[src/source/rtc_pkg.sv]
package rtc_pkg;

  // raw register image, seconds byte at the bottom
  localparam int datetime_bits = 56;
  // 32 nibbles on screen
  localparam int display_bits = 128;

  // MCP7940N control byte for write and read
  localparam logic [7:0] rtc_addr_wr = 8'hDE;
  localparam logic [7:0] rtc_addr_rd = 8'hDF;
  // seconds register, the read pointer auto-increments from here
  localparam logic [7:0] rtc_reg_first = 8'h00;

  // 4x5 glyphs, row r in bits 4*r+3 .. 4*r, bit 3 of a row is the leftmost pixel
  // literal reads bottom row first
  localparam logic [19:0] hex_glyph [16] = '{
    20'h69996, 20'h72262, 20'hF861E, 20'hE161E,
    20'h11F99, 20'hE1E8F, 20'h69E86, 20'h4421F,
    20'h69696, 20'h61796, 20'h99F96, 20'hE9E9E,
    20'h78887, 20'hE999E, 20'hF8E8F, 20'h88E8F
  };

  // rgb565 colours
  localparam logic [15:0] color_fg = 16'hFFFF;
  localparam logic [15:0] color_bg = 16'h0000;

endpackage

[src/source/i2c_byte_if.sv]
interface i2c_byte_if;

  // command strobes, one per cycle and only while the engine idles
  logic       cmd_start;
  logic       cmd_stop;
  logic       cmd_write;
  logic       cmd_read;
  logic [7:0] wdata;
  // 0 sends ACK after a read byte
  logic       ack_out;

  // completion pulse and results
  logic       done;
  logic [7:0] rdata;
  // acknowledge seen after a write, 0 is ACK
  logic       ack_in;

  modport poller (
    output cmd_start, cmd_stop, cmd_write, cmd_read, wdata, ack_out,
    input  done, rdata, ack_in
  );

  modport engine (
    input  cmd_start, cmd_stop, cmd_write, cmd_read, wdata, ack_out,
    output done, rdata, ack_in
  );

endinterface

[src/source/btn_debounce.sv]
module btn_debounce #(
  parameter int debounce_bits = 16,
  parameter int btns = 3
) (
  input  logic            clk,
  input  logic            rst_n,
  input  logic [btns-1:0] btn,
  output logic [btns-1:0] debounced,
  output logic [btns-1:0] rising,
  output logic [btns-1:0] falling
);

  // two-stage synchroniser for the raw pins
  logic [btns-1:0] sync_1;
  logic [btns-1:0] sync_2;
  // top bit set means the input held its new level long enough
  logic [debounce_bits:0] cnt [btns];

  always_ff @(posedge clk or negedge rst_n) begin
    if (!rst_n) begin
      sync_1 <= '0;
      sync_2 <= '0;
    end else begin
      sync_1 <= btn;
      sync_2 <= sync_1;
    end
  end

  always_ff @(posedge clk or negedge rst_n) begin
    if (!rst_n) begin
      for (int i = 0; i < btns; i++) begin
        cnt[i] <= '0;
      end
      debounced <= '0;
      rising    <= '0;
      falling   <= '0;
    end else begin
      rising  <= '0;
      falling <= '0;
      for (int i = 0; i < btns; i++) begin
        if (sync_2[i] == debounced[i]) begin
          // a bounce back to the old level restarts the count
          cnt[i] <= '0;
        end else if (cnt[i][debounce_bits]) begin
          // stable long enough, take the new level and flag the edge
          debounced[i] <= sync_2[i];
          rising[i]    <= sync_2[i];
          falling[i]   <= ~sync_2[i];
          cnt[i]       <= '0;
        end else begin
          cnt[i] <= cnt[i] + 1'b1;
        end
      end
    end
  end

endmodule

[src/source/i2c_byte_engine.sv]
module i2c_byte_engine #(
  parameter int i2c_div = 63
) (
  input  logic       clk,
  input  logic       rst_n,
  i2c_byte_if.engine bus,
  input  logic       sda_in,
  output logic       scl_oe,
  output logic       sda_oe
);

  localparam int div_w = $clog2(i2c_div + 1);

  typedef enum logic [1:0] {e_idle, e_start, e_stop, e_byte} e_state_t;

  e_state_t         state;
  logic [div_w-1:0] div_cnt;
  logic             qtick;
  // quarter of the current SCL period
  logic [1:0]       quarter;
  // 0..7 data bits, 8 is the acknowledge slot
  logic [3:0]       bit_cnt;
  logic [7:0]       shreg;
  logic             is_read;
  logic             ack_bit;
  logic             sda_meta;
  logic             sda_s;
  logic             next_oe;

  assign qtick = (div_cnt == div_w'(i2c_div - 1));

  // SDA pull for the bit that follows the current one
  // in the ack slot we release on write and drive our ACK on read
  assign next_oe = (bit_cnt == 4'd7) ? (is_read & ~ack_bit) : (~is_read & ~shreg[7]);

  // sda comes from the pad, resync it
  always_ff @(posedge clk or negedge rst_n) begin
    if (!rst_n) begin
      sda_meta <= 1'b1;
      sda_s    <= 1'b1;
    end else begin
      sda_meta <= sda_in;
      sda_s    <= sda_meta;
    end
  end

  always_ff @(posedge clk or negedge rst_n) begin
    if (!rst_n) begin
      state      <= e_idle;
      div_cnt    <= '0;
      quarter    <= '0;
      bit_cnt    <= '0;
      is_read    <= 1'b0;
      ack_bit    <= 1'b1;
      scl_oe     <= 1'b0;
      sda_oe     <= 1'b0;
      bus.done   <= 1'b0;
      bus.rdata  <= '0;
      bus.ack_in <= 1'b1;
    end else begin
      bus.done <= 1'b0;
      if (state == e_idle) begin
        div_cnt <= '0;
        quarter <= '0;
        bit_cnt <= '0;
        // first quarter action happens right at accept
        if (bus.cmd_start) begin
          state  <= e_start;
          sda_oe <= 1'b0;
        end else if (bus.cmd_stop) begin
          state  <= e_stop;
          sda_oe <= 1'b1;
        end else if (bus.cmd_write) begin
          state   <= e_byte;
          is_read <= 1'b0;
          sda_oe  <= ~bus.wdata[7];
        end else if (bus.cmd_read) begin
          state   <= e_byte;
          is_read <= 1'b1;
          ack_bit <= bus.ack_out;
          sda_oe  <= 1'b0;
        end
      end else if (!qtick) begin
        div_cnt <= div_cnt + 1'b1;
      end else begin
        div_cnt <= '0;
        quarter <= quarter + 1'b1;
        case (quarter)
          // SCL goes high in the second quarter for every operation
          2'd0: scl_oe <= 1'b0;
          2'd1: begin
            // SDA edges while SCL is high make start and stop
            if (state == e_start) begin
              sda_oe <= 1'b1;
            end else if (state == e_stop) begin
              sda_oe <= 1'b0;
            end else if (bit_cnt == 4'd8 && !is_read) begin
              bus.ack_in <= sda_s;
            end
          end
          // pull SCL low again, a stop leaves the bus released
          2'd2: begin
            if (state != e_stop) begin
              scl_oe <= 1'b1;
            end
          end
          default: begin
            if (state == e_byte && bit_cnt != 4'd8) begin
              bit_cnt <= bit_cnt + 1'b1;
              sda_oe  <= next_oe;
            end else begin
              state    <= e_idle;
              bus.done <= 1'b1;
              if (is_read) begin
                bus.rdata <= shreg;
              end
            end
          end
        endcase
      end
    end
  end

  // shift register serves both directions
  // on write the sampled line just echoes our own bit
  always_ff @(posedge clk) begin
    if (state == e_idle && bus.cmd_write) begin
      shreg <= bus.wdata;
    end else if (state == e_byte && qtick && quarter == 2'd1 && bit_cnt != 4'd8) begin
      shreg <= {shreg[6:0], sda_s};
    end
  end

endmodule

[src/source/rtc_poller.sv]
module rtc_poller import rtc_pkg::*; #(
  parameter int slow_bits = 18
) (
  input  logic                     clk,
  input  logic                     rst_n,
  i2c_byte_if.poller               bus,
  output logic                     tick,
  output logic [datetime_bits-1:0] datetime
);

  typedef enum logic [1:0] {p_idle, p_issue, p_wait} p_state_t;

  // steps 0 start, 1..2 writes, 3 repeated start, 4 write, 5..11 reads, 12 stop
  localparam logic [3:0] step_rd_last = 4'd11;
  localparam logic [3:0] step_stop    = 4'd12;

  p_state_t                 state;
  logic [slow_bits-1:0]     slow_cnt;
  logic [3:0]               step;
  logic                     aborted;
  logic [datetime_bits-1:0] rx_shift;
  logic                     step_start;
  logic                     step_write;
  logic                     step_read;
  logic                     issue;

  assign step_start = (step == 4'd0) || (step == 4'd3);
  assign step_write = (step == 4'd1) || (step == 4'd2) || (step == 4'd4);
  assign step_read  = (step >= 4'd5) && (step <= step_rd_last);
  assign issue      = (state == p_issue);

  // strobes last only the single issue cycle
  assign bus.cmd_start = issue && step_start;
  assign bus.cmd_write = issue && step_write;
  assign bus.cmd_read  = issue && step_read;
  assign bus.cmd_stop  = issue && (step == step_stop);
  assign bus.wdata     = (step == 4'd1) ? rtc_addr_wr :
                         (step == 4'd4) ? rtc_addr_rd : rtc_reg_first;
  // NACK only on the last byte
  assign bus.ack_out   = (step == step_rd_last);

  always_ff @(posedge clk or negedge rst_n) begin
    if (!rst_n) begin
      state    <= p_idle;
      slow_cnt <= '0;
      step     <= '0;
      aborted  <= 1'b0;
      tick     <= 1'b0;
      datetime <= '0;
    end else begin
      slow_cnt <= slow_cnt + 1'b1;
      tick     <= 1'b0;
      case (state)
        p_idle: begin
          // launch when the interval counter wraps
          if (&slow_cnt) begin
            step    <= '0;
            aborted <= 1'b0;
            state   <= p_issue;
          end
        end
        p_issue: state <= p_wait;
        p_wait: begin
          if (bus.done) begin
            if (step == step_stop) begin
              state <= p_idle;
              if (!aborted) begin
                tick     <= 1'b1;
                datetime <= rx_shift;
              end
            end else if (step_write && bus.ack_in) begin
              // no ACK from the chip, bail out through a stop
              aborted <= 1'b1;
              step    <= step_stop;
              state   <= p_issue;
            end else begin
              step  <= step + 1'b1;
              state <= p_issue;
            end
          end
        end
        default: state <= p_idle;
      endcase
    end
  end

  // bytes enter at the top, after seven reads seconds sits in 7:0
  always_ff @(posedge clk) begin
    if (state == p_wait && bus.done && step_read) begin
      rx_shift <= {bus.rdata, rx_shift[datetime_bits-1:8]};
    end
  end

endmodule

[src/source/clock_display.sv]
module clock_display import rtc_pkg::*; (
  input  logic                     clk,
  input  logic                     rst_n,
  input  logic                     tick,
  input  logic [datetime_bits-1:0] datetime,
  input  logic [2:1]               rising,
  output logic [display_bits-1:0]  display,
  output logic [7:0]               led
);

  logic [datetime_bits-1:0] dt_q;
  logic [2:0]               cursor;
  // one byte per cursor position
  logic [63:0]              marker;

  always_ff @(posedge clk or negedge rst_n) begin
    if (!rst_n) begin
      dt_q   <= '0;
      cursor <= '0;
    end else begin
      if (tick) begin
        dt_q <= datetime;
      end
      // left on btn 1, right on btn 2, both at once cancel
      case (rising)
        2'b01:   cursor <= cursor - 1'b1;
        2'b10:   cursor <= cursor + 1'b1;
        default: cursor <= cursor;
      endcase
    end
  end

  always_comb begin
    for (int i = 0; i < 8; i++) begin
      marker[i*8 +: 8] = (cursor == 3'(i)) ? 8'h11 : 8'h00;
    end
  end

  // marker on top, then the cursor byte, then the time registers
  assign display = {marker, 5'b0, cursor, dt_q};
  // seconds on the leds
  assign led     = dt_q[7:0];

endmodule

[src/source/hex_renderer.sv]
module hex_renderer import rtc_pkg::*; (
  input  logic                    clk,
  input  logic                    rst_n,
  input  logic [display_bits-1:0] display,
  input  logic [6:0]              x,
  input  logic [3:0]              y,
  output logic [15:0]             color
);

  // 16 columns by 2 rows of 8x8 cells
  logic [4:0]  nib_idx;
  logic [3:0]  nibble;
  logic [19:0] glyph;
  logic [4:0]  bit_idx;
  logic        in_glyph;
  logic        pix_on;

  // row r, column c shows nibble 16*r + 15 - c
  assign nib_idx  = {y[3], ~x[6:3]};
  assign nibble   = display[{nib_idx, 2'b00} +: 4];
  assign glyph    = hex_glyph[nibble];

  // glyph occupies the top-left 4x5 of the cell
  assign in_glyph = !x[2] && (y[2:0] < 3'd5);
  // row base 4*yo, leftmost pixel is bit 3 of the row
  assign bit_idx  = {y[2:0], ~x[1:0]};
  assign pix_on   = in_glyph ? glyph[bit_idx] : 1'b0;

  always_ff @(posedge clk or negedge rst_n) begin
    if (!rst_n) begin
      color <= color_bg;
    end else begin
      color <= pix_on ? color_fg : color_bg;
    end
  end

endmodule

[src/source/lcd_pixel_spi.sv]
module lcd_pixel_spi #(
  parameter int lcd_width = 128,
  parameter int lcd_height = 16
) (
  input  logic                          clk,
  input  logic                          rst_n,
  input  logic [15:0]                   color,
  output logic [$clog2(lcd_width)-1:0]  x,
  output logic [$clog2(lcd_height)-1:0] y,
  output logic                          spi_clk,
  output logic                          spi_mosi,
  output logic                          spi_dc,
  output logic                          spi_csn
);

  localparam int x_w = $clog2(lcd_width);
  localparam int y_w = $clog2(lcd_height);

  // 32 cycles per pixel, load at phase 31
  logic [4:0]  phase;
  // low during the prefetch after reset
  logic        started;
  logic [15:0] shreg;
  logic        load;

  assign load     = (phase == 5'd31);
  assign spi_mosi = shreg[15];
  // pixel data only, no commands
  assign spi_dc   = 1'b1;

  always_ff @(posedge clk or negedge rst_n) begin
    if (!rst_n) begin
      // start at 28 so the first load comes after 4 cycles
      phase   <= 5'd28;
      started <= 1'b0;
      spi_clk <= 1'b0;
      spi_csn <= 1'b1;
      shreg   <= '0;
      x       <= '0;
      y       <= '0;
    end else begin
      phase <= phase + 1'b1;
      if (load) begin
        started <= 1'b1;
        spi_csn <= 1'b0;
        spi_clk <= 1'b0;
        shreg   <= color;
        // present the next pixel, the renderer has a full pixel time
        if (x == x_w'(lcd_width - 1)) begin
          x <= '0;
          y <= (y == y_w'(lcd_height - 1)) ? '0 : y + 1'b1;
        end else begin
          x <= x + 1'b1;
        end
      end else if (started) begin
        spi_clk <= ~spi_clk;
        // mosi moves on the falling spi_clk edge
        if (spi_clk) begin
          shreg <= {shreg[14:0], 1'b0};
        end
      end
    end
  end

endmodule

[src/source/rtc_clock_top.sv]
module rtc_clock_top import rtc_pkg::*; #(
  parameter int debounce_bits = 16,
  parameter int btns = 3,
  parameter int slow_bits = 18,
  parameter int i2c_div = 63,
  parameter int lcd_width = 128,
  parameter int lcd_height = 16
) (
  input  logic                     clk,
  input  logic                     rst_n,
  input  logic [btns-1:0]          btn,
  input  logic                     sda_in,
  output logic                     scl_oe,
  output logic                     sda_oe,
  output logic                     tick,
  output logic [datetime_bits-1:0] datetime,
  output logic [7:0]               led,
  output logic                     spi_clk,
  output logic                     spi_mosi,
  output logic                     spi_dc,
  output logic                     spi_csn
);

  logic [btns-1:0]               btn_rise;
  logic [display_bits-1:0]       display;
  logic [$clog2(lcd_width)-1:0]  x;
  logic [$clog2(lcd_height)-1:0] y;
  logic [15:0]                   color;

  i2c_byte_if i2c_bus ();

  // btn 0 is reserved, only the edges of 1 and 2 are used
  btn_debounce #(.debounce_bits(debounce_bits), .btns(btns)) u_btn (
    .clk(clk), .rst_n(rst_n), .btn(btn),
    .debounced(), .rising(btn_rise), .falling()
  );

  i2c_byte_engine #(.i2c_div(i2c_div)) u_i2c (
    .clk(clk), .rst_n(rst_n), .bus(i2c_bus.engine),
    .sda_in(sda_in), .scl_oe(scl_oe), .sda_oe(sda_oe)
  );

  rtc_poller #(.slow_bits(slow_bits)) u_poll (
    .clk(clk), .rst_n(rst_n), .bus(i2c_bus.poller),
    .tick(tick), .datetime(datetime)
  );

  clock_display u_disp (
    .clk(clk), .rst_n(rst_n), .tick(tick), .datetime(datetime),
    .rising(btn_rise[2:1]), .display(display), .led(led)
  );

  hex_renderer u_hex (
    .clk(clk), .rst_n(rst_n), .display(display), .x(x), .y(y), .color(color)
  );

  lcd_pixel_spi #(.lcd_width(lcd_width), .lcd_height(lcd_height)) u_lcd (
    .clk(clk), .rst_n(rst_n), .color(color), .x(x), .y(y),
    .spi_clk(spi_clk), .spi_mosi(spi_mosi), .spi_dc(spi_dc), .spi_csn(spi_csn)
  );

endmodule

[config.mk]
export PLATFORM = sky130hd
export DESIGN_NAME = rtc_clock_top
export DESIGN_NICKNAME = d
export VERILOG_FILES = /design/src/source/rtc_pkg.sv /design/src/source/i2c_byte_if.sv /design/src/source/btn_debounce.sv /design/src/source/i2c_byte_engine.sv /design/src/source/rtc_poller.sv /design/src/source/clock_display.sv /design/src/source/hex_renderer.sv /design/src/source/lcd_pixel_spi.sv /design/src/source/rtc_clock_top.sv
export SDC_FILE = /design/constraint.sdc
export NUM_CORES = 1
export LEC_CHECK = 0
export BUFFER_PORTS_ARGS = -buffer_cell sky130_fd_sc_hd__buf_2
export CORE_ASPECT_RATIO = 1.4
export CORE_MARGIN = 1
export CORE_UTILIZATION = 45
export DETAILED_ROUTE_END_ITERATION = 6
export PLACE_DENSITY = 0.65
export SETUP_SLACK_MARGIN = 0.2
export SYNTH_ARGS = -nofsm -noshare
export SYNTH_HDL_FRONTEND = slang
export SYNTH_HIERARCHICAL = 1
export SYNTH_SLANG_ARGS = --single-unit
[constraint.sdc]
create_clock -name clk -period 6.55 [get_ports clk]
set_input_delay 0.9825 -clock clk [delete_from_list [all_inputs] [get_ports clk]]
set_output_delay 0.9825 -clock clk [all_outputs]
set_load 0.02 [all_outputs]
**Yosys cells after proc, flatten, opt, wreduce, memory -nomap -nowiden**

Memories as Yosys holds them, arrays and structs flattened.
Cells that the tools add are included.
W data, S select, Z words.

- Logic and storage cells: 271
- ROM bits: 320
- Memories kept: 1
- Bits of input ports: 6
- Bits in registers: 349

- Reduce and logical (&&, ||, !) cells: 55
- Order comparisons: 5
- Bitwise gates (word level): 22
- Add/sub/neg operators: 13
- Equality and inequality tests: 43
- Multiplexer cells: 91
- Shift-type cells: 1

Memory list:

| memory | depth | bits a word | rd ports | clocked after memory_dff | wr ports | RTL line | source |
|---|---|---|---|---|---|---|---|
| (no name shown) | 16 | 20 | 1 | 0 | 0 | hex_renderer.sv:21 | `assign glyph = hex_glyph[nibble];` |

Operator list:

| operator | count |
|---|---|
| $shiftx A128 B8 Y4 | 1 |
| $mux W17 | 6 |
| $mux W16 | 4 |
| $add A17 B1 Y17 const B | 3 |
| $mux W20 | 2 |
| $mux W5 | 8 |
| $mux W1 | 36 |
| $mux W4 | 9 |
| $mux W8 | 4 |
| $mux W2 | 12 |
| $reduce_and A4 Y1 | 5 |
| $reduce_and A5 Y1 | 4 |
| $add A18 B1 Y18 const B | 1 |
| $reduce_and A18 Y1 | 1 |
| $reduce_bool A2 Y1 | 9 |
| $not A1 Y1 | 17 |
| $eq A4 B4 Y1 const B | 4 |
| $logic_and A1 B1 Y1 | 15 |
| $add A4 B1 Y4 const B | 3 |
| $eq A3 B3 Y1 const B | 4 |
| $mux W6 | 2 |
| $ne A2 B1 Y1 const B | 6 |
| $reduce_and A2 Y1 | 6 |
| $eq A2 B2 Y1 const B | 5 |
| other kinds (45) | 63 |

**Depth between registers and ports, before layout**

- Depth in word-level cells: 11
- Depth in mapped cells: 15

**Cells and area by module**

Netlist, hierarchy kept.

Modules (own cells, without submodules):

| module | cells each | times used | area each (sq um) |
|---|---|---|---|
| rtc_poller | 302 | 1 | 5103.6 |
| btn_debounce | 274 | 1 | 2921.6 |
| clock_display | 218 | 1 | 2917.8 |
| hex_renderer | 210 | 1 | 1993.2 |
| i2c_byte_engine | 165 | 1 | 1958.1 |
| lcd_pixel_spi | 140 | 1 | 1572.8 |

**Worst setup path after synthesis**

Ideal clock, no wire load.

- Kind: reg-to-reg
- Start: register u_poll.step[1]
- End: register u_poll.rx_shift[0] (enable)
- Stages on the path, launching flop included: 7
- Required time: 6.080 ns
- Setup slack: 2.749 ns
- Path buffers: 0
- Period minus slack after synthesis: 3.801 ns
- Data arrival time: 3.331 ns
- Cells stage by stage: dfrtp_1 -> inv_1 -> ha_1 -> inv_1 -> a211oi_1 -> a21oi_1 -> nor2_1

- Longest elaborated chain between the ends: 3
- Elaborated cells between the ends (all ways): 4

RTL lines:

| element | RTL line | source |
|---|---|---|
| from (decl) | rtc_poller.sv:19 | `logic [3:0] step;` |
| from (signal assigned) | rtc_poller.sv:74 | `step <= step_stop;` |
| from (signal assigned) | rtc_poller.sv:77 | `step <= step + 1'b1;` |
| $ge A4 B3 Y1 / $le A4 B4 Y1 (equally long branches) | rtc_poller.sv:29 | `assign step_read = (step >= 4'd5) && (step <= step_rd_last);` |
| $logic_and A1 B1 Y1 * | rtc_poller.sv:29 |  |
| $logic_and A1 B1 Y1 * | rtc_poller.sv:89 | `if (state == p_wait && bus.done && step_read) begin` |
| to (signal assigned) | rtc_poller.sv:90 | `rx_shift <= {bus.rdata, rx_shift[datetime_bits-1:8]};` |
| to (decl) | rtc_poller.sv:21 | `logic [datetime_bits-1:0] rx_shift;` |

Mark *: on every way between the ends. The rest lies on a longest branch, timed or not.
A chain may end at the register's enable or synchronous reset.

**Worst setup path after layout**

- Start: register u_lcd.x[3]
- End: register u_hex.color[14]

- Longest elaborated chain between the ends: 10

RTL lines:

| element | RTL line | source |
|---|---|---|
| from (decl) | lcd_pixel_spi.sv:8 | `output logic [$clog2(lcd_width)-1:0] x,` |
| from (signal assigned) | lcd_pixel_spi.sv:53 | `x <= x + 1'b1;` |
| $not A4 Y4 | hex_renderer.sv:19 | `assign nib_idx = {y[3], ~x[6:3]};` |
| $shiftx A128 B8 Y4 | hex_renderer.sv:20 | `assign nibble = display[{nib_idx, 2'b00} +: 4];` |
| $not A4 Y5 (not written as such) | hex_renderer.sv:21 |  |
| $mem_v2 Z16 W20 | n/a |  |
| $mux W20 (not written as such) (2 in a row) | hex_renderer.sv:21 |  |
| $bmux W1 S5 | hex_renderer.sv:27 | `assign pix_on = in_glyph ? glyph[bit_idx] : 1'b0;` |
| $mux W1 (not written as such) | hex_renderer.sv:27 |  |
| $mux W1 | hex_renderer.sv:27 |  |
| via u_hex.pix_on | hex_renderer.sv:16 | `logic pix_on;` |
| $mux W16 | hex_renderer.sv:33 | `color <= pix_on ? color_fg : color_bg;` |
| to (signal assigned) | hex_renderer.sv:31 | `color <= color_bg;` |
| to (signal assigned) | hex_renderer.sv:33 |  |
| to (decl) | hex_renderer.sv:7 | `output logic [15:0] color` |

The timed path passes the listed nets, and every way through them passes these cells. The select of a mux whose other input is x is not followed.

==> metrics.cfg <==
[sta]
setup_tns_ns=0
fin_crit_ns=4.14
setup_viol=0
max-slew-margin-rel_pct=35.2
final_hold_viol_count=0
fmax_mhz=242
fin_ws_ns=2.41
skew_ns=0.0215
worst_pin_slew_ns=0.973
rsz0062_at_grt=false
period_share_pct=63.2
final_max_slew_viol_count=0

[clock_network]
htree_num_levels=1
hold_buffers=0
clockBufferDepth=3
cts_buffers=31
cts_tree=yes
ctsRootBufferMaster=clkbuf_16
cts_setup_buffers=0
numClockSinks=313
clkSlewWorstSetupHoldPaths_ns=0.06
cts_resized=0
clock_latency_ns=0.58

[synth]
syn_area_per_cell_um2=12.7
syn_area_um2=15400
yosys_warnings=6
synth_cells=1215

[final_layout]
nNetsFinal=1291
final_core_util_pct=49.8
n_antenna_cell=0
multi_input_area_um2=6310
seqCellArea_um2=8170
fillerInstances=2925
syn_to_final_growth_pct=8.19
drive_gt1_share_pct=27.2

[placement]
port-buffer-count=74
post-place-ws_ns=2.37
finalWeightedCongestion=0.807
post-dp-hpwl_um=18400

[critical_path]
r2r_start=u_lcd/x[3]
r2r_cells=10
path_class=reg -> reg
critPathLaunchType=flip-flop
crit_path_end=u_hex/color[14]
worstSetupStartpoint=u_lcd/x[3]
cp-end-kind=flip-flop
reg2reg_to=u_hex/color[14]
regToRegSetupSlack_ns=2.41
path_max_fanout=11
arrival_ns=4.58
cp_data_required_time_ns=6.99

[worst_hold_path]
hold_class=reg -> reg
min_from=u_btn/sync_1[1]

[global_routing]
grt_start_max_net_pins=149
grt_pass1_vias=9091
track_usage_pct=16.4
antenna_found_initial=0
grt_overflow=0
grt_pass1_wl_um=46300

[routing]
drtIter0Drc=373
vias=8908
wl_per_cell_um=16.1
dr.pass1.iters=4
finalWirelength_um=27600
final_antenna_net_count=0
drcViolationCount=0
vias_per_cell=5.20

[floorplan]
die_x_um=159
start_util_pct=46.0
num_rows=79
dieArea_um2=35000
fp.dieH_um=221
core_um2=33500
io_pins=77

[power]
power_density_nw_per_um2=236
vdd_ir_drop_max_mv=0.320
power_leakage_nw=7.25

[run]
maxCapViolations=0

[run_status]
status=complete, no violations

[area by class of cell]
cell class	instances	share of cell area, %
Inverter	41	0.922
Multi-Input combinational cell	776	37.8
Clock buffer	41	5.11
Tap cell	445	3.34
Clock inverter	16	1.27
Timing Repair Buffer	81	2.67
Sequential cell	313	48.9
[layout by cell type, fill, tap and decap left out, types with 5 or more instances in the layout]
cell type	instances
or3_1	6
edfxtp_1	64
clkbuf_16	31
dfstp_2	8
clkbuf_1	6
and4_1	6
o31ai_1	5
ha_1	41
conb_1	55
buf_4	6
o21ai_0	28
nor2_1	60
inv_1	39
mux4_2	19
mux2_2	133
nor2b_1	13
nand2_1	62
a211oi_1	7
buf_2	73
dfrtp_1	239
nor3_1	19
and3_1	8
nand2b_1	11
clkinv_2	6
nand4_1	19
mux2i_1	41
a21oi_1	23
a31oi_1	6
mux2_4	8
xnor2_1	25
nand3_1	29
nor4_1	13
xor2_1	31
[state kept, by name (all words and copies together), names as in the netlist, 3 cells and up]
| register | cells |
|---|---|
| u_disp/dt_q | 56 |
| u_poll/datetime | 56 |
| u_poll/rx_shift | 56 |
| u_btn/cnt | 34 |
| u_poll/slow_cnt | 18 |
| u_lcd/shreg | 16 |
| u_i2c/bus.rdata | 8 |
| u_i2c/shreg | 8 |
| u_lcd/x | 7 |
| u_i2c/div_cnt | 6 |
| u_lcd/phase | 5 |
| u_i2c/bit_cnt | 4 |
| u_lcd/y | 4 |
| u_poll/step | 4 |
| u_disp/cursor | 3 |
[power breakdown]
| part | internal (mW) | total [mW] | switching, mW |
|---|---|---|---|
| clock | 1.08 | 1.85 | 0.764 |
| combinational | 0.0273 | 0.0922 | 0.0649 |
| sequential | 1.99 | 2.00 | 0.00767 |
[through the flow]
stage	hold slack [ns]	std cells	total power, mW	cell area [um2]
detailed placement	0.336	1656	2.13	15600
global route	0.357	1713	4.08	16700
global placement	0.335	1656	2.13	15600
finish	0.346	1713	3.94	16700
CTS	0.350	1713	4.00	16700
floorplan	0.331	1267	2.11	15600
[per-layer routing]
layer,routed length (um),vias to the layer above,GRT usage [%]
met5,0,-,0
met4,633,0,5.18
met3,1130,38,3.07
met2,14300,134,28.8
met1,11600,4459,20.0
li1,-,4277,-
[worst min path at each step]
stage	to	slack, ns	cells after the start
2_1_floorplan	u_btn/sync_2[1]	0.33	0
3_3_place_gp	u_btn/sync_2[1]	0.33	0
3_5_place_dp	u_btn/sync_2[1]	0.34	0
4_1_cts	u_btn/sync_2[1]	0.35	0
5_1_grt	u_i2c/sda_s	0.36	0
6_report	u_btn/sync_2[1]	0.35	0
[worst max-delay path: stages, from the launching register on]
cell and delay, ns:
dfrtp_1 0.80, mux4_2 0.64, mux4_2 0.50, mux2i_1 0.40, ha_1 0.28, inv_1 0.10
nor3_1 0.27, a2111oi_1 0.10, a2111oi_2 0.35, nand4_1 0.13, o41ai_1 0.41
Power figures use the tool's default switching activity.
